===== config.mk =====
export PLATFORM = sky130hd
export DESIGN_NAME = rbe_engine_top
export DESIGN_NICKNAME = d
export VERILOG_FILES = /design/src/hw/rbe_pkg.sv /design/src/hw/engine_ctrl_if.sv /design/src/hw/stream_fifo.sv /design/src/hw/patch_counter.sv /design/src/hw/engine_ctrl.sv /design/src/hw/patch_buffer.sv /design/src/hw/binconv_array.sv /design/src/hw/rbe_engine_top.sv
export SDC_FILE = /design/constraint.sdc
export NUM_CORES = 1
export LEC_CHECK = 0
export BUFFER_PORTS_ARGS = -buffer_cell sky130_fd_sc_hd__buf_4
export CORE_MARGIN = 5
export CORE_UTILIZATION = 55
export CTS_CLUSTER_DIAMETER = 40
export DETAILED_ROUTE_END_ITERATION = 6
export MAX_ROUTING_LAYER = met4
export PLACE_DENSITY = 0.72
export SYNTH_ARGS = -nofsm -noshare
export SYNTH_HDL_FRONTEND = slang
export SYNTH_SLANG_ARGS = --single-unit

===== constraint.sdc =====
create_clock -name clk_i -period 10.7 [get_ports clk_i]
set_clock_uncertainty 0.05 [all_clocks]
set_input_delay 0 -clock clk_i [delete_from_list [all_inputs] [get_ports clk_i]]
set_output_delay 0 -clock clk_i [all_outputs]
set_load 0.02 [all_outputs]

===== src/hw/rbe_pkg.sv =====
////////////////////
// rbe package
// geometry, payload types and engine FSM states shared by the
// binary-convolution streaming engine
////////////////////

package rbe_pkg;

  // channels per pixel, also width of one weight mask
  localparam int unsigned TP            = 4;
  // pixels per row and rows per patch in full filter mode
  localparam int unsigned FEAT_BUF_SIZE = 3;
  // rows and pixels kept in reduced filter mode
  localparam int unsigned FEAT_BUF_MIN  = 2;
  // bit planes per activation
  localparam int unsigned BLOCK_SIZE    = 2;
  // output columns of the binconv array
  localparam int unsigned NR_COLUMN     = 3;

  // one bit plane of one pixel row, pixel 0 in the low bits
  typedef logic [FEAT_BUF_SIZE-1:0][TP-1:0] feat_beat_t;
  // one channel mask per output column
  typedef logic [NR_COLUMN-1:0][TP-1:0] weight_word_t;
  // full patch indexed as [bit][row][pixel][channel]
  typedef logic [BLOCK_SIZE-1:0][FEAT_BUF_SIZE-1:0][FEAT_BUF_SIZE-1:0][TP-1:0] patch_t;
  // unsigned column sum, max 108 for this geometry
  typedef logic [7:0] result_t;
  typedef logic [NR_COLUMN-1:0] col_en_t;

  typedef logic [1:0] bit_idx_t;
  typedef logic [1:0] row_idx_t;
  typedef logic [1:0] col_idx_t;

  typedef enum logic [1:0] {GATHER, COMPUTE, DRAIN} engine_state_t;

endpackage


===== src/hw/engine_ctrl_if.sv =====
////////////////////
// engine control bundle
// strobes and mode from the FSM, indices and flags from the counter
////////////////////

`timescale 1ns/1ps

interface engine_ctrl_if;
  import rbe_pkg::*;

  // driven by engine_ctrl
  logic     gather_en;
  logic     beat_fire;
  logic     compute_fire;
  logic     out_fire;
  logic     fs_full;
  col_en_t  col_en;
  // driven by patch_counter
  bit_idx_t bit_idx;
  row_idx_t row_idx;
  col_idx_t col_idx;
  logic     patch_done;
  logic     drain_done;

  modport ctrl (
    output gather_en, beat_fire, compute_fire, out_fire, fs_full, col_en,
    input  bit_idx, row_idx, col_idx, patch_done, drain_done
  );
  modport cnt (
    input  gather_en, beat_fire, out_fire, fs_full,
    output bit_idx, row_idx, col_idx, patch_done, drain_done
  );
  modport dp (input beat_fire, compute_fire, fs_full, col_en, bit_idx, row_idx, col_idx);

endinterface


===== src/hw/stream_fifo.sv =====
////////////////////
// stream fifo
// small valid/ready buffer, circular storage with a fill count
////////////////////

`timescale 1ns/1ps

module stream_fifo #(
  parameter type         T     = logic,
  parameter int unsigned DEPTH = 2
) (
  input  logic clk_i,
  input  logic rst_ni,
  input  logic clear_i,
  input  logic push_valid_i,
  input  T     push_data_i,
  output logic push_ready_o,
  output logic pop_valid_o,
  output T     pop_data_o,
  input  logic pop_ready_i
);

  localparam int unsigned PTR_W = (DEPTH > 1) ? $clog2(DEPTH) : 1;
  localparam int unsigned CNT_W = $clog2(DEPTH + 1);
  localparam logic [PTR_W-1:0] PTR_LAST = PTR_W'(DEPTH - 1);
  localparam logic [CNT_W-1:0] CNT_FULL = CNT_W'(DEPTH);

  T                 mem_q [DEPTH];
  logic [PTR_W-1:0] wr_ptr_q, rd_ptr_q;
  logic [CNT_W-1:0] count_q;
  logic             push, pop;

  // no bypass, a pushed entry shows up one cycle later
  assign push_ready_o = (count_q != CNT_FULL);
  assign pop_valid_o  = (count_q != '0);
  assign pop_data_o   = mem_q[rd_ptr_q];
  assign push = push_valid_i & push_ready_o;
  assign pop  = pop_valid_o & pop_ready_i;

  always_ff @(posedge clk_i or negedge rst_ni) begin
    if (!rst_ni) begin
      wr_ptr_q <= '0;
      rd_ptr_q <= '0;
      count_q  <= '0;
    end else if (clear_i) begin
      wr_ptr_q <= '0;
      rd_ptr_q <= '0;
      count_q  <= '0;
    end else begin
      if (push) wr_ptr_q <= (wr_ptr_q == PTR_LAST) ? '0 : wr_ptr_q + 1'b1;
      if (pop) rd_ptr_q <= (rd_ptr_q == PTR_LAST) ? '0 : rd_ptr_q + 1'b1;
      // simultaneous push and pop keeps the level
      if (push && !pop) count_q <= count_q + 1'b1;
      else if (pop && !push) count_q <= count_q - 1'b1;
    end
  end

  // storage
  always_ff @(posedge clk_i) begin
    if (push) mem_q[wr_ptr_q] <= push_data_i;
  end

  a_fill_in_range: assert property (@(posedge clk_i) disable iff (!rst_ni)
    count_q <= CNT_FULL);

endmodule


===== src/hw/patch_counter.sv =====
////////////////////
// patch counter
// bit-index and pixel-row position of the incoming beat,
// output column position of the result stream
////////////////////

`timescale 1ns/1ps

module patch_counter (
  input logic       clk_i,
  input logic       rst_ni,
  input logic       clear_i,
  engine_ctrl_if.cnt ctrl
);
  import rbe_pkg::*;

  localparam bit_idx_t BIT_LAST = bit_idx_t'(BLOCK_SIZE - 1);
  localparam col_idx_t COL_LAST = col_idx_t'(NR_COLUMN - 1);

  row_idx_t row_last;
  logic     bit_wrap;

  // reduced mode stops one row short of the full buffer
  assign row_last = ctrl.fs_full ? row_idx_t'(FEAT_BUF_SIZE - 1) : row_idx_t'(FEAT_BUF_MIN - 1);
  assign bit_wrap = (ctrl.bit_idx == BIT_LAST);

  // position flags, qualified by the fire strobes in the FSM
  assign ctrl.patch_done = bit_wrap && (ctrl.row_idx == row_last);
  assign ctrl.drain_done = (ctrl.col_idx == COL_LAST);

  always_ff @(posedge clk_i or negedge rst_ni) begin
    if (!rst_ni) begin
      ctrl.bit_idx <= '0;
      ctrl.row_idx <= '0;
      ctrl.col_idx <= '0;
    end else if (clear_i) begin
      ctrl.bit_idx <= '0;
      ctrl.row_idx <= '0;
      ctrl.col_idx <= '0;
    end else begin
      // bit index innermost, row steps once all planes of a row are in
      if (ctrl.beat_fire) begin
        ctrl.bit_idx <= bit_wrap ? '0 : ctrl.bit_idx + 1'b1;
        if (bit_wrap) ctrl.row_idx <= (ctrl.row_idx == row_last) ? '0 : ctrl.row_idx + 1'b1;
      end
      if (ctrl.out_fire) ctrl.col_idx <= ctrl.drain_done ? '0 : ctrl.col_idx + 1'b1;
    end
  end

  // in range, and parked at zero whenever features are not gathered
  a_bit_idx_range: assert property (@(posedge clk_i) disable iff (!rst_ni || clear_i)
    (ctrl.bit_idx <= BIT_LAST) &&
    (ctrl.gather_en || (ctrl.bit_idx == '0 && ctrl.row_idx == '0)));

endmodule


===== src/hw/engine_ctrl.sv =====
////////////////////
// engine control
// gather/compute/drain FSM, fire strobes and per-patch mode
////////////////////

`timescale 1ns/1ps

module engine_ctrl (
  input  logic             clk_i,
  input  logic             rst_ni,
  input  logic             clear_i,
  input  logic             fs_full_i,
  input  rbe_pkg::col_en_t col_en_i,
  input  logic             feat_valid_i,
  output logic             feat_pop_o,
  input  logic             weight_valid_i,
  output logic             weight_pop_o,
  input  logic             conv_ready_i,
  output logic             conv_valid_o,
  output logic             conv_last_o,
  output logic             busy_o,
  engine_ctrl_if.ctrl      ctrl
);
  import rbe_pkg::*;

  engine_state_t state_q, state_d;
  logic          fs_full_q;
  col_en_t       col_en_q;
  logic          patch_start, mid_patch;

  // counter at the origin while gathering, mode comes straight from the inputs
  assign mid_patch   = (ctrl.bit_idx != '0) || (ctrl.row_idx != '0);
  assign patch_start = ctrl.gather_en && !mid_patch;

  ////////////////////
  // strobes
  ////////////////////
  assign ctrl.gather_en    = (state_q == GATHER);
  assign feat_pop_o        = ctrl.gather_en && feat_valid_i;
  assign ctrl.beat_fire    = feat_pop_o;
  assign weight_pop_o      = (state_q == COMPUTE) && weight_valid_i;
  assign ctrl.compute_fire = weight_pop_o;
  assign conv_valid_o      = (state_q == DRAIN);
  assign conv_last_o       = conv_valid_o && ctrl.drain_done;
  assign ctrl.out_fire     = conv_valid_o && conv_ready_i;
  assign ctrl.fs_full      = patch_start ? fs_full_i : fs_full_q;
  assign ctrl.col_en       = patch_start ? col_en_i : col_en_q;
  assign busy_o            = !ctrl.gather_en || mid_patch;

  always_comb begin
    state_d = state_q;
    unique case (state_q)
      GATHER:  if (ctrl.beat_fire && ctrl.patch_done) state_d = COMPUTE;
      COMPUTE: if (ctrl.compute_fire) state_d = DRAIN;
      DRAIN:   if (ctrl.out_fire && ctrl.drain_done) state_d = GATHER;
      default: state_d = GATHER;
    endcase
  end

  always_ff @(posedge clk_i or negedge rst_ni) begin
    if (!rst_ni) begin
      state_q   <= GATHER;
      fs_full_q <= 1'b0;
      col_en_q  <= '0;
    end else if (clear_i) begin
      state_q   <= GATHER;
      fs_full_q <= 1'b0;
      col_en_q  <= '0;
    end else begin
      state_q <= state_d;
      // sampled on the first accepted beat of a patch
      if (patch_start && feat_valid_i) begin
        fs_full_q <= fs_full_i;
        col_en_q  <= col_en_i;
      end
    end
  end

  a_valid_in_drain: assert property (@(posedge clk_i) disable iff (!rst_ni || clear_i)
    conv_valid_o |-> (state_q == DRAIN) && (ctrl.col_idx <= col_idx_t'(NR_COLUMN - 1)));

endmodule


===== src/hw/patch_buffer.sv =====
////////////////////
// patch buffer
// collects bit planes per pixel row, silences what reduced mode drops
////////////////////

`timescale 1ns/1ps

module patch_buffer (
  input  logic                clk_i,
  input  logic                rst_ni,
  input  logic                clear_i,
  input  rbe_pkg::feat_beat_t beat_i,
  engine_ctrl_if.dp           ctrl,
  output rbe_pkg::patch_t     patch_o
);
  import rbe_pkg::*;

  localparam int unsigned BIT_SEL_W = (BLOCK_SIZE > 1) ? $clog2(BLOCK_SIZE) : 1;

  patch_t     patch_q;
  feat_beat_t beat_masked;
  logic       first_beat;

  assign first_beat = (ctrl.bit_idx == '0) && (ctrl.row_idx == '0);
  assign patch_o    = patch_q;

  // trailing pixels only count in full mode
  always_comb begin
    for (int p = 0; p < FEAT_BUF_SIZE; p++) begin
      beat_masked[p] = (ctrl.fs_full || p < FEAT_BUF_MIN) ? beat_i[p] : '0;
    end
  end

  always_ff @(posedge clk_i or negedge rst_ni) begin
    if (!rst_ni) begin
      patch_q <= '0;
    end else if (clear_i) begin
      patch_q <= '0;
    end else if (ctrl.beat_fire) begin
      // rows beyond the reduced window are never written, wipe them up front
      if (first_beat && !ctrl.fs_full) begin
        for (int b = 0; b < BLOCK_SIZE; b++) begin
          for (int r = FEAT_BUF_MIN; r < FEAT_BUF_SIZE; r++) patch_q[b][r] <= '0;
        end
      end
      patch_q[ctrl.bit_idx[BIT_SEL_W-1:0]][ctrl.row_idx] <= beat_masked;
    end
  end

endmodule


===== src/hw/binconv_array.sv =====
////////////////////
// binconv array
// masked popcount per output column, weighted by bit plane,
// results held for the serial drain
////////////////////

`timescale 1ns/1ps

module binconv_array (
  input  logic                  clk_i,
  input  logic                  rst_ni,
  input  logic                  clear_i,
  input  rbe_pkg::patch_t       patch_i,
  input  rbe_pkg::weight_word_t weight_i,
  engine_ctrl_if.dp             ctrl,
  output rbe_pkg::result_t      conv_data_o
);
  import rbe_pkg::*;

  result_t col_sum [NR_COLUMN];
  result_t res_q   [NR_COLUMN];

  ////////////////////
  // column sums
  ////////////////////
  always_comb begin
    logic [TP-1:0] mask;
    result_t       acc;
    for (int c = 0; c < NR_COLUMN; c++) begin
      // disabled column sees an all-zero mask
      mask = ctrl.col_en[c] ? weight_i[c] : '0;
      acc  = '0;
      for (int b = 0; b < BLOCK_SIZE; b++) begin
        for (int r = 0; r < FEAT_BUF_SIZE; r++) begin
          for (int p = 0; p < FEAT_BUF_SIZE; p++) begin
            // plane b carries weight 2**b
            acc = acc + (result_t'($countones(patch_i[b][r][p] & mask)) << b);
          end
        end
      end
      col_sum[c] = acc;
    end
  end

  // all columns latched together on the weight handshake
  always_ff @(posedge clk_i or negedge rst_ni) begin
    if (!rst_ni) begin
      for (int c = 0; c < NR_COLUMN; c++) res_q[c] <= '0;
    end else if (clear_i) begin
      for (int c = 0; c < NR_COLUMN; c++) res_q[c] <= '0;
    end else if (ctrl.compute_fire) begin
      for (int c = 0; c < NR_COLUMN; c++) res_q[c] <= col_sum[c];
    end
  end

  // output mux, column 0 first
  assign conv_data_o = res_q[ctrl.col_idx];

endmodule


===== src/hw/rbe_engine_top.sv =====
////////////////////
// rbe engine top
// feature and weight FIFOs, control FSM, patch buffer and binconv array
////////////////////

`timescale 1ns/1ps

module rbe_engine_top #(
  parameter int unsigned FIFO_DEPTH = 2
) (
  input  logic                  clk_i,
  input  logic                  rst_ni,
  input  logic                  clear_i,
  input  logic                  fs_full_i,
  input  rbe_pkg::col_en_t      col_en_i,
  // feature stream, one bit plane of one row per beat
  input  logic                  feat_valid_i,
  input  rbe_pkg::feat_beat_t   feat_data_i,
  output logic                  feat_ready_o,
  // weight stream, one word per patch
  input  logic                  weight_valid_i,
  input  rbe_pkg::weight_word_t weight_data_i,
  output logic                  weight_ready_o,
  // result stream, one column per beat
  output logic                  conv_valid_o,
  output rbe_pkg::result_t      conv_data_o,
  output logic                  conv_last_o,
  input  logic                  conv_ready_i,
  output logic                  busy_o
);
  import rbe_pkg::*;

  engine_ctrl_if ctrl_if ();

  logic         feat_fifo_valid, feat_pop;
  feat_beat_t   feat_fifo_data;
  logic         weight_fifo_valid, weight_pop;
  weight_word_t weight_fifo_data;
  patch_t       patch;

  ////////////////////
  // input buffering
  ////////////////////
  stream_fifo #(.T(feat_beat_t), .DEPTH(FIFO_DEPTH)) feat_fifo_inst (
    .clk_i(clk_i), .rst_ni(rst_ni), .clear_i(clear_i),
    .push_valid_i(feat_valid_i), .push_data_i(feat_data_i), .push_ready_o(feat_ready_o),
    .pop_valid_o(feat_fifo_valid), .pop_data_o(feat_fifo_data), .pop_ready_i(feat_pop)
  );

  stream_fifo #(.T(weight_word_t), .DEPTH(FIFO_DEPTH)) weight_fifo_inst (
    .clk_i(clk_i), .rst_ni(rst_ni), .clear_i(clear_i),
    .push_valid_i(weight_valid_i), .push_data_i(weight_data_i),
    .push_ready_o(weight_ready_o),
    .pop_valid_o(weight_fifo_valid), .pop_data_o(weight_fifo_data),
    .pop_ready_i(weight_pop)
  );

  ////////////////////
  // control
  ////////////////////
  engine_ctrl engine_ctrl_inst (
    .clk_i(clk_i), .rst_ni(rst_ni), .clear_i(clear_i),
    .fs_full_i(fs_full_i), .col_en_i(col_en_i),
    .feat_valid_i(feat_fifo_valid), .feat_pop_o(feat_pop),
    .weight_valid_i(weight_fifo_valid), .weight_pop_o(weight_pop),
    .conv_ready_i(conv_ready_i), .conv_valid_o(conv_valid_o),
    .conv_last_o(conv_last_o), .busy_o(busy_o), .ctrl(ctrl_if.ctrl)
  );

  patch_counter patch_counter_inst (
    .clk_i(clk_i), .rst_ni(rst_ni), .clear_i(clear_i), .ctrl(ctrl_if.cnt)
  );

  // datapath
  patch_buffer patch_buffer_inst (
    .clk_i(clk_i), .rst_ni(rst_ni), .clear_i(clear_i),
    .beat_i(feat_fifo_data), .ctrl(ctrl_if.dp), .patch_o(patch)
  );

  binconv_array binconv_array_inst (
    .clk_i(clk_i), .rst_ni(rst_ni), .clear_i(clear_i),
    .patch_i(patch), .weight_i(weight_fifo_data), .ctrl(ctrl_if.dp),
    .conv_data_o(conv_data_o)
  );

  // a stalled result stays on the bus unchanged
  a_out_stable: assert property (@(posedge clk_i) disable iff (!rst_ni || clear_i)
    conv_valid_o && !conv_ready_i |=>
      conv_valid_o && $stable(conv_data_o) && $stable(conv_last_o));

endmodule


# ---- Yosys cells after proc, flatten, opt, wreduce, memory -nomap -nowiden
# Memory sizes are Yosys's and may differ from the RTL's.
# Cells that the tools add are included.
dict set report totals {
  memories 2
  ff_bits 116
  wordCells 445
  ramBits 48
}
dict set report op_classes {
  bitwise 59
  n_eq_ne 10
  mux 66
  reduce_logical 46
  magnitude_cmp 5
  add_sub_neg 224
}
# name depth width rd rd_ports_with_merged_regs write_ports line_no
set mem_list {}
lappend mem_list {feat_fifo_inst.mem_q 2 12 1 0 1 stream_fifo.sv:28} ;# T mem_q [DEPTH];
lappend mem_list {weight_fifo_inst.mem_q 2 12 1 0 1 stream_fifo.sv:28}
# operator n
set ops {}
lappend ops {{adder 8 bit} 73}
lappend ops {{adder 1 x 1 -> 2 bit} 108}
lappend ops {{AND 4 bit} 54}
lappend ops {{adder 7 bit} 21}
lappend ops {{two-way mux 72 bit} 2}
lappend ops {{two-way mux 12 bit} 7}
lappend ops {{bitwise mux 72 bit} 1}
lappend ops {{two-way mux 24 bit} 2}
lappend ops {{two-way mux 2 bit} 21}
lappend ops {{adder 8 x 4 -> 8 bit} 5}
lappend ops {{demux 36 bit (select 1 bit)} 1}
lappend ops {{two-way mux 36 bit} 1}
lappend ops {{nonzero test 2 bit} 13}
lappend ops {{demux 12 bit (select 2 bit)} 1}
lappend ops {{two-way mux 1 bit} 19}
lappend ops {{logical AND 1 bit} 17}
lappend ops {{binary-select mux 8 bit (select 2 bit)} 1}
lappend ops {{two-way mux 4 bit} 4}
lappend ops {{two-way mux 8 bit} 2}
lappend ops {{adder 2 x 2 -> 3 bit} 5}
lappend ops {{adder 2 x 1 -> 2 bit (second input constant)} 5}
lappend ops {{two-way mux 3 bit} 3}
lappend ops {{!= test 3 bit (second input constant)} 3}
lappend ops {{adder 7 x 2 -> 7 bit} 1}
lappend ops {{20 further kinds} 40}

# ---- Logic depth before layout (Yosys ltp)
# Gate-level depths: netlist (run 1).
dict set report logic_depth {
  ltp_word 28
  mapped_depth 29
  mapped_depth_nobuf 28
}

# ---- Hierarchy
# Synthesis (run 1) repeated with hierarchy kept, for this count alone.
dict set report unflattened {
  hier_cells 1459
  hier_area_um2 14745.4
}
# mod n_inst cells_per_inst seq_area_each_um2 area_per_inst_um2
set by_module_without_submodules {}
lappend by_module_without_submodules {binconv_array 1 978 600.6 8819.7}
lappend by_module_without_submodules {patch_buffer 1 288 1801.7 3035.4}
lappend by_module_without_submodules {{stream_fifo (weight_fifo_inst)} 1 61 820.8 1093.5}
lappend by_module_without_submodules {{stream_fifo (feat_fifo_inst)} 1 62 820.8 1082.3}
lappend by_module_without_submodules {engine_ctrl 1 40 150.1 419.2}
lappend by_module_without_submodules {patch_counter 1 30 150.1 295.3}

# ---- Least setup slack after synthesis (run 1)
# OpenSTA, ideal clock, no wires.
dict set report synth_timing {
  kind {reg-to-reg}
  from {register patch_counter_inst.ctrl.row_idx[0]}
  to {register binconv_array_inst.res_q[15] (netlist bit)}
  slack_ns 2.991
  path_buffers 1
  stages_incl_launch_ff 26
  arrival_time_ns 7.533
  period_less_slack_ns 7.709
  t_required_ns 10.524
  path_cell_list {dfrtp_1 > inv_1 > ha_1 > or4b_4 > o21ai_4 > a21oi_2 > clkbuf_1 > and2_1 > ha_1 > ha_1 > fa_1 > inv_1 > fa_1 > inv_1 > fa_1 > fa_1 > fa_1 > fa_1 > inv_1 > fa_1 > inv_1 > fa_1 > a21o_1 > a211o_1 > and4_1 > a311o_1}
}
dict set report synth_between {
  elab_chain_cells 28
}
# element line_no
set synth_rtl {}
lappend synth_rtl {{from (decl)} engine_ctrl_if.sv:31} ;# output bit_idx, row_idx, col_idx, patch_done, drain_done
lappend synth_rtl {{from (signal assigned)} patch_counter.sv:44} ;# if (bit_wrap) ctrl.row_idx <= (ctrl.row_idx == row_last) ? '0 : ctrl.row_idx + 1'b1;
lappend synth_rtl {{nonzero test 2 bit *} engine_ctrl.sv:32} ;# assign mid_patch = (ctrl.bit_idx != '0) || (ctrl.row_idx != '0);
lappend synth_rtl {{logical OR 1 bit *} engine_ctrl.sv:32}
lappend synth_rtl {{logical NOT 1 bit *} engine_ctrl.sv:33} ;# assign patch_start = ctrl.gather_en && !mid_patch;
lappend synth_rtl {{logical AND 1 bit *} engine_ctrl.sv:33}
lappend synth_rtl {{two-way mux 3 bit *} engine_ctrl.sv:47} ;# assign ctrl.col_en = patch_start ? col_en_i : col_en_q;
lappend synth_rtl {{two-way mux 4 bit *} binconv_array.sv:31} ;# mask = ctrl.col_en[c] ? weight_i[c] : '0;
lappend synth_rtl {{AND 4 bit} binconv_array.sv:37} ;# acc = acc + (result_t'($countones(patch_i[b][r][p] & mask)) << b);
lappend synth_rtl {{adder 1 x 1 -> 2 bit (not written as such)} binconv_array.sv:37}
lappend synth_rtl {{adder 8 bit (not written as such)} binconv_array.sv:37}
lappend synth_rtl {{adder 8 bit (16 in a row)} binconv_array.sv:37}
lappend synth_rtl {{adder 8 bit *} binconv_array.sv:37}
lappend synth_rtl {{two-way mux 24 bit *} binconv_array.sv:51} ;# end else if (ctrl.compute_fire) begin
lappend synth_rtl {{two-way mux 24 bit *} binconv_array.sv:49} ;# end else if (clear_i) begin
lappend synth_rtl {{to (decl)} binconv_array.sv:21} ;# result_t res_q [NR_COLUMN];
# Mark *: on every way between the ends. The rest lies on a longest branch, timed or not. The select of a mux whose other input is x is not followed.
# A chain may end at the register's enable or synchronous reset.

# ---- Worst setup path after layout (run 1)
# Same ends and word-level chain as after synthesis.

==> results of run 1 <==
==> per-layer routing <==
| layer | track usage, % | vias up |
|---|---|---|
| met2 | 46.4 | 483 |
| met1 | 36.5 | 5687 |
| met3 | 4.14 | 137 |
| met4 | 12.0 | 0 |
| met5 | - | - |
| li1 | - | 5034 |
==> placed cells by master (no fill, tap or decap), types with 12 or more instances in the layout <==
| cell type | count |
|---|---|
| and2_1 | 212 |
| clkbuf_16 | 17 |
| mux2i_1 | 40 |
| dlygate4sd3_1 | 32 |
| fa_1 | 195 |
| a21oi_1 | 26 |
| buf_4 | 52 |
| o21ai_0 | 20 |
| o2bb2ai_1 | 36 |
| inv_1 | 313 |
| edfxtp_1 | 48 |
| ha_1 | 180 |
| dfrtp_1 | 116 |
| a211oi_1 | 16 |
| mux2_4 | 12 |
| nand2_1 | 63 |
| nor2_1 | 56 |
==> worst max-delay path: cells and delay by family (launching register included) <==
family,cells,cell delay [ns]
adders and majority gates,11,4.76
AOI/OAI and AO/OA,4,1.59
and+or+nand+nor,4,1.05
DFF,1,0.42
buffers and inverters,5,0.40
==> layout make-up <==
type                    instances  area (µm²)  share of cell area (%)
multi-input cells            1016       10500                    58.8
flip-flops and latches        164        4340                    24.4
inverters                     315        1180                    6.64
repair buffers                 84         711                    3.99
well taps                     384         480                    2.70
clock buffers                  17         425                    2.39
clock inverters                15         189                    1.06
diodes                          2        5.00                  0.0281
==> how the worst min path moves through the flow <==
stage | start | endpoint | slack [ns] | depth (start not counted)
floorplan | rst_ni | binconv_array_inst.res_q[0] | -0.35 | 0
global placement | rst_ni | feat_fifo_inst.wr_ptr_q | -0.01 | 1
detailed placement | rst_ni | feat_fifo_inst.wr_ptr_q | -0.006 | 1
CTS | clear_i | weight_fifo_inst.count_q[1] | 0.04 | 2
global route | clear_i | engine_ctrl_inst.col_en_q[2] | 0.09 | 2
finish | clear_i | weight_fifo_inst.count_q[1] | 0.04 | 2
==> report_power, final <==
part | switching [mW] | internal, mW
Clock | 0.339 | 0.323
Combinational | 0.130 | 0.0669
Sequential | 0.0212 | 0.667
==> cell families (layout without fill, tap and decap cells) <==
kind of cell,after synthesis,in the layout,share of synthesized area [%]
AND/OR/NAND/NOR,392,392,13.6
adder cells (fa/ha/maj),375,375,38.0
buffers and inverters,367,431,8.71
AO/OA/AOI/OAI,167,167,7.54
flip-flops,164,164,26.8
multiplexers,62,62,4.28
XOR/XNOR,20,20,1.08
other,0,2,0
==> repair_timing <==
action                                  in CTS  in global routing
endpoints found under the setup margin       0                  0
hold buffers                                32                  0
setup buffers                                0                  0
hold endpoints to repair                   102                  0
resized for setup                            0                  0
==> metrics by stage <==
stage                     cells  total power, mW  area (µm²)  hold slack (ns)  setup slack, ns
final                      1997             1.55       17800           0.0388             2.31
after global routing       1997             1.59       17800           0.0933             1.93
after CTS                  1995             1.54       17800           0.0403             2.26
after detailed placement   1931            0.885       16800         -0.00599             2.26
after global placement     1931            0.880       16800          -0.0131             2.39
after floorplan            1547            0.804       16200           -0.346             2.99
==> state kept, by name (all words and copies together), names as in the netlist <==
| name | flops |
|---|---|
| feat_fifo_inst.wr_ptr_q | 1 |
| binconv_array_inst.res_q | 24 |
| feat_fifo_inst.rd_ptr_q | 1 |
| weight_fifo_inst.count_q | 2 |
| weight_fifo_inst.rd_ptr_q | 1 |
| engine_ctrl_inst.fs_full_q | 1 |
| feat_fifo_inst.count_q | 2 |
| patch_buffer_inst.patch_o | 72 |
| patch_counter_inst.ctrl.row_idx | 2 |
| engine_ctrl_inst.col_en_q | 3 |
| patch_counter_inst.ctrl.col_idx | 2 |
| weight_fifo_inst.mem_q | 24 |
| engine_ctrl_inst.state_q | 2 |
| weight_fifo_inst.wr_ptr_q | 1 |
| patch_counter_inst.ctrl.bit_idx | 2 |
| feat_fifo_inst.mem_q | 24 |
==> out/results.txt, run 1 <==
sequential share of the synthesized area = 26.8%
WL met3 = 3080 µm
Final Util = 61.5%
WP data required = 10.98 ns
reg2reg setup slack = 2.31 ns
status = finished clean
DR top layer = met4
Startpoint Class = flop
Final min period = 8.39 ns
RSZ-0062 raised after global routing = false
total grt overflow = 0
die area = 0.0330 mm²
Ports = 47
netlist area before placement = 0.0162 mm²
CP cell instances = inv_1, ha_1, nor4b_4, nand3_1, a21oi_2, and2_1, ha_1, ha_1, fa_1, inv_1, fa_1, inv_1, fa_1, fa_1, fa_1, fa_1, inv_1, fa_1, inv_1, fa_1, a21o_1, a211o_1, and4_1, a311o_1
via count = 11300
clock buffer depth = 2
die height = 182 µm
share of the synthesized area in the top cell type = 24.1%
GRT Total Usage = 28.7%
Fill cells = 2405
first-pass GRT wire length = 69500 µm
Post-synth ARST share = 70.7%
vias in the first global route = 11800
DRC viols = 0
drt pass-1 iters = 5
fraction of layout cells with a size suffix above 1 = 7.88%
IO buf count = 46
Max Cap Viol = 0
Ys Warns = 0
Clock Root Buffer = clkbuf_16
Setup CP Type = flop to flop
Initial DRC Count = 857
Pleak = 9.15 nW
worst min-delay path category = input pin to flop
Post-synth top cells = inv_1, and2_1, fa_1
met2 WL post-DR = 22000 µm
clk_lat worst skew = 0.45 ns
Sink Count = 164
M1 WL = 18000 µm
CP Launch Point = patch_counter_inst.ctrl.row_idx[0]
Final Max Tran Viols = 0
slowest stage cell, crit path = a21oi_2
DR WL/cell = 22.7 µm
Fmax = 0.119 GHz
FF-to-FF path depth = 24
main area contributors after synthesis = fa_1, dfrtp_1, ha_1
initial antenna violation count = 1
Initial Utilization = 56.0%
fin crit share = 78.4%
library cells used by synthesis = 66
hpwl dp = 34700 µm
CTS clock-pin slew for the worst setup and hold paths = 0.09 ns
H-Tree Depth = 4
Setup Viol. Count Final = 0
syn avg cell area = 10.5 µm²
CTS tree = done
Synth Register Bits = 164
max-slew headroom at the worst pin = 26.9%
worst-path maximum fanout = 18
Setup TNS Final = 0 ns
Synth Instances = 1547
most frequent CP cell = fa_1
Synth area leader = fa_1
Power Density = 87.0 mW/mm²
r2r startpoint = patch_counter_inst.ctrl.row_idx[0]
site row count = 62
maximum vdd drop = 102 µV
EDFF count, synth = 48
total CTS buffers = 17
Worst Max-Slew Pin Slew = 1.07 ns
Synth Net Count = 1956
slowest cell delay on critical path = 0.74 ns
RD Place Congestion = 1.03
Most used DFF post-synth = dfrtp_1
Worst setup EP type = flop
WP data arrival = 8.67 ns
reg2reg end = binconv_array_inst.res_q[15]
Antenna Violating Nets Remaining = 0
final-report hold violation count = 0
P&R area growth vs syn = 9.82%
final net count = 2007
Core ar. = 0.0289 mm²
die width = 182 µm
most common cell in the synthesized netlist = inv_1
routed wire length = 45400 µm
Critical Path End = binconv_array_inst.res_q[15]
DR vias/cell = 5.68
largest net degree at the start of global routing = 76
No activity file was read; power rests on OpenSTA's default activity.
==> run 2, diff against run 1 <==
Settings changed: PLACE_DENSITY 0.72 to 0.75.
Clock period 10.7 ns to 7.5 ns, I/O delays scaled along.
==> out/results.txt, run 2 (synthesis results as in run 1) <==
Max Cap Viol = 0 (unchanged)
RSZ-0062 raised after global routing = true
Final min period = 7.52 ns (-0.866 ns)
Setup TNS Final = -0.0229 ns (-0.0229 ns)
Worst Max-Slew Pin Slew = 1.08 ns (+0.0188 ns)
die height = 182 µm (unchanged)
DR WL/cell = 22.0 µm (-3.0%)
Fill cells = 2152 (-11%)
routed wire length = 45200 µm (-0.24%)
Ports = 47 (unchanged)
maximum vdd drop = 138 µV (+35%)
Fmax = 0.133 GHz (+12%)
most common cell after layout, fill and taps aside = inv_1
Worst setup EP type = flop
fraction of layout cells with a size suffix above 1 = 15.8% (+7.9 points)
Initial Utilization = 56.0% (unchanged)
WP data arrival = 7.79 ns (-0.88 ns)
WP data required = 7.77 ns (-3.21 ns)
Clock Root Buffer = clkbuf_16
final-report hold violation count = 0 (unchanged)
Setup CP Type = flop to flop
first-pass GRT wire length = 68900 µm (-0.84%)
commonest non-fill, non-tap cells in the layout = inv_1, and2_1, fa_1
CTS clock-pin slew for the worst setup and hold paths = 0.08 ns (about the same)
P&R area growth vs syn = 15.2%
fin crit share = 100% (+22 points)
Power Density = 122 mW/mm² (+40%)
critical path buffer and inverter count = 9 (+4)
final net count = 2063 (+2.8%)
max-slew headroom at the worst pin = 25.7% (-1.3 points)
die width = 182 µm (unchanged)
slowest stage cell, crit path = fa_1
largest net degree at the start of global routing = 62 (-18%)
GRT Total Usage = 28.2% (-0.55 points)
slowest cell delay on critical path = 0.53 ns (-0.21 ns)
IO buf count = 46 (unchanged)
Sink Count = 164 (unchanged)
status = finished with violations
Core ar. = 0.0289 mm² (unchanged)
Final Hold Slack = 0.0360 ns (-0.00280 ns)
worst-path maximum fanout = 5 (-13)
Initial DRC Count = 822 (-4.1%)
Post-Place Cells = 1969 (+2.0%)
most frequent CP cell = fa_1
CTS tree = done
total grt overflow = 0 (unchanged)
Tot Pwr = 2.27 mW (+47%)
Pleak = 9.39 nW (+2.5%)
Post-Layout Cell Count = 2053 (+2.8%)
RD Place Congestion = 1.06 (+3.5%)
Setup Viol. Count Final = 1 (+1)
clk_lat worst skew = 0.45 ns (about the same)
Antenna Violating Nets Remaining = 0 (unchanged)
Final Max Tran Viols = 0 (unchanged)
hpwl dp = 34400 µm (-0.69%)
die area = 0.0330 mm² (unchanged)
Startpoint Class = flop
total CTS buffers = 17 (unchanged)
clock buffer depth = 2 (unchanged)
failing checks = negative setup slack
DRC viols = 0 (unchanged)
PnR worst setup slack = -0.0229 ns (-2.33 ns)
H-Tree Depth = 4 (unchanged)
via count = 11700 (+3.1%)
DR vias/cell = 5.69 (+0.25%)
delay-heaviest family, CP = adder cells
site row count = 62 (unchanged)
vias in the first global route = 12100 (+2.3%)
initial antenna violation count = 0 (-1)
max FFs per register = 72 (unchanged)
worst min-delay path category = input pin to flop
drt pass-1 iters = 5 (unchanged)
-- run 2: cell types whose count changed in the layout (fill, tap and decap cells not counted), moves of 16 or more --
cell / previous run / this run
buf_4: 52 / 96
ha_1: 180 / 159
and2_1: 212 / 192
and2_4: 0 / 20
inv_1: 313 / 297
inv_2: 1 / 17
-- run 2: metrics by stage --
| stage | util (%) | setup slack, ns | area, µm² |
|---|---|---|---|
| floorplan | - | 0.00372 | 16200 |
| global placement | 59.3 | -0.0338 | 17200 |
| detailed placement | 59.3 | -0.138 | 17200 |
| CTS | 63.1 | 0.00238 | 18300 |
| global route | 64.5 | -0.185 | 18700 |
| finish | 64.5 | -0.0229 | 18700 |
-- run 2: path summary, 6_finish.rpt --
| path | from | endpoint | slack (ns) | cells past startpoint |
|---|---|---|---|---|
| worst min-delay path | clear_i | patch_buffer_inst.patch_o[69] | 0.04 | 4 |
| worst max register to register | patch_counter_inst.ctrl.row_idx[1] | binconv_array_inst.res_q[5] | -0.02 | 28 |
| worst max-delay path | patch_counter_inst.ctrl.row_idx[1] | binconv_array_inst.res_q[5] | -0.02 | 28 |
| min in group asynchronous | rst_ni | patch_buffer_inst.patch_o[28] | 0.14 | 2 |
| max in group asynchronous | rst_ni | binconv_array_inst.res_q[16] | 5.95 | 3 |
| worst min register to register | binconv_array_inst.res_q[0] | binconv_array_inst.res_q[0] | 0.48 | 2 |
-- run 2: worst register-to-register path, delay by kind of cell, from the launching register on --
| family | cells | cell delay (ns) |
|---|---|---|
| compound gates | 5 | 0.85 |
| buf+inv | 9 | 0.69 |
| xor+xnor | 1 | 0.24 |
| simple gates | 2 | 0.68 |
| flops | 1 | 0.40 |
| fa+ha+maj | 11 | 4.48 |
-- run 2: repair_timing --
action | 4_1_cts | 5_1_grt
setup buffers | 4 | 11
cloned | 1 | 4
gates resized for setup | 19 | 80
pin swaps | 26 | 80
hold buffers | 32 | 0
setup endpoints to repair | 7 | 11
endpoints found under the hold margin | 120 | 0
-- run 2: area by class of cell --
type	count	area (µm²)	area share, %
repair buffers	136	1150	6.15
clock buffers	17	425	2.28
flip-flops and latches	164	4340	23.3
inverters	315	1180	6.33
clock inverters	15	203	1.09
multi-input cells	1020	10900	58.3
well taps	384	480	2.57
diodes	2	5.00	0.0268
-- run 2: routing by layer --
layer,track usage [%],vias up,wire (µm)
met5,-,-,0
met4,11.3,0,2230
met3,4.46,116,3140
met2,45.6,481,22000
met1,35.7,5919,17900
li1,-,5172,-
-- run 2: report_power, final --
group / total, mW / switching (mW) / internal, mW
clock: 0.965 / 0.477 / 0.488
combinational: 0.332 / 0.207 / 0.125
sequential: 0.976 / 0.0240 / 0.952
total: 2.27 / 0.707 / 1.56
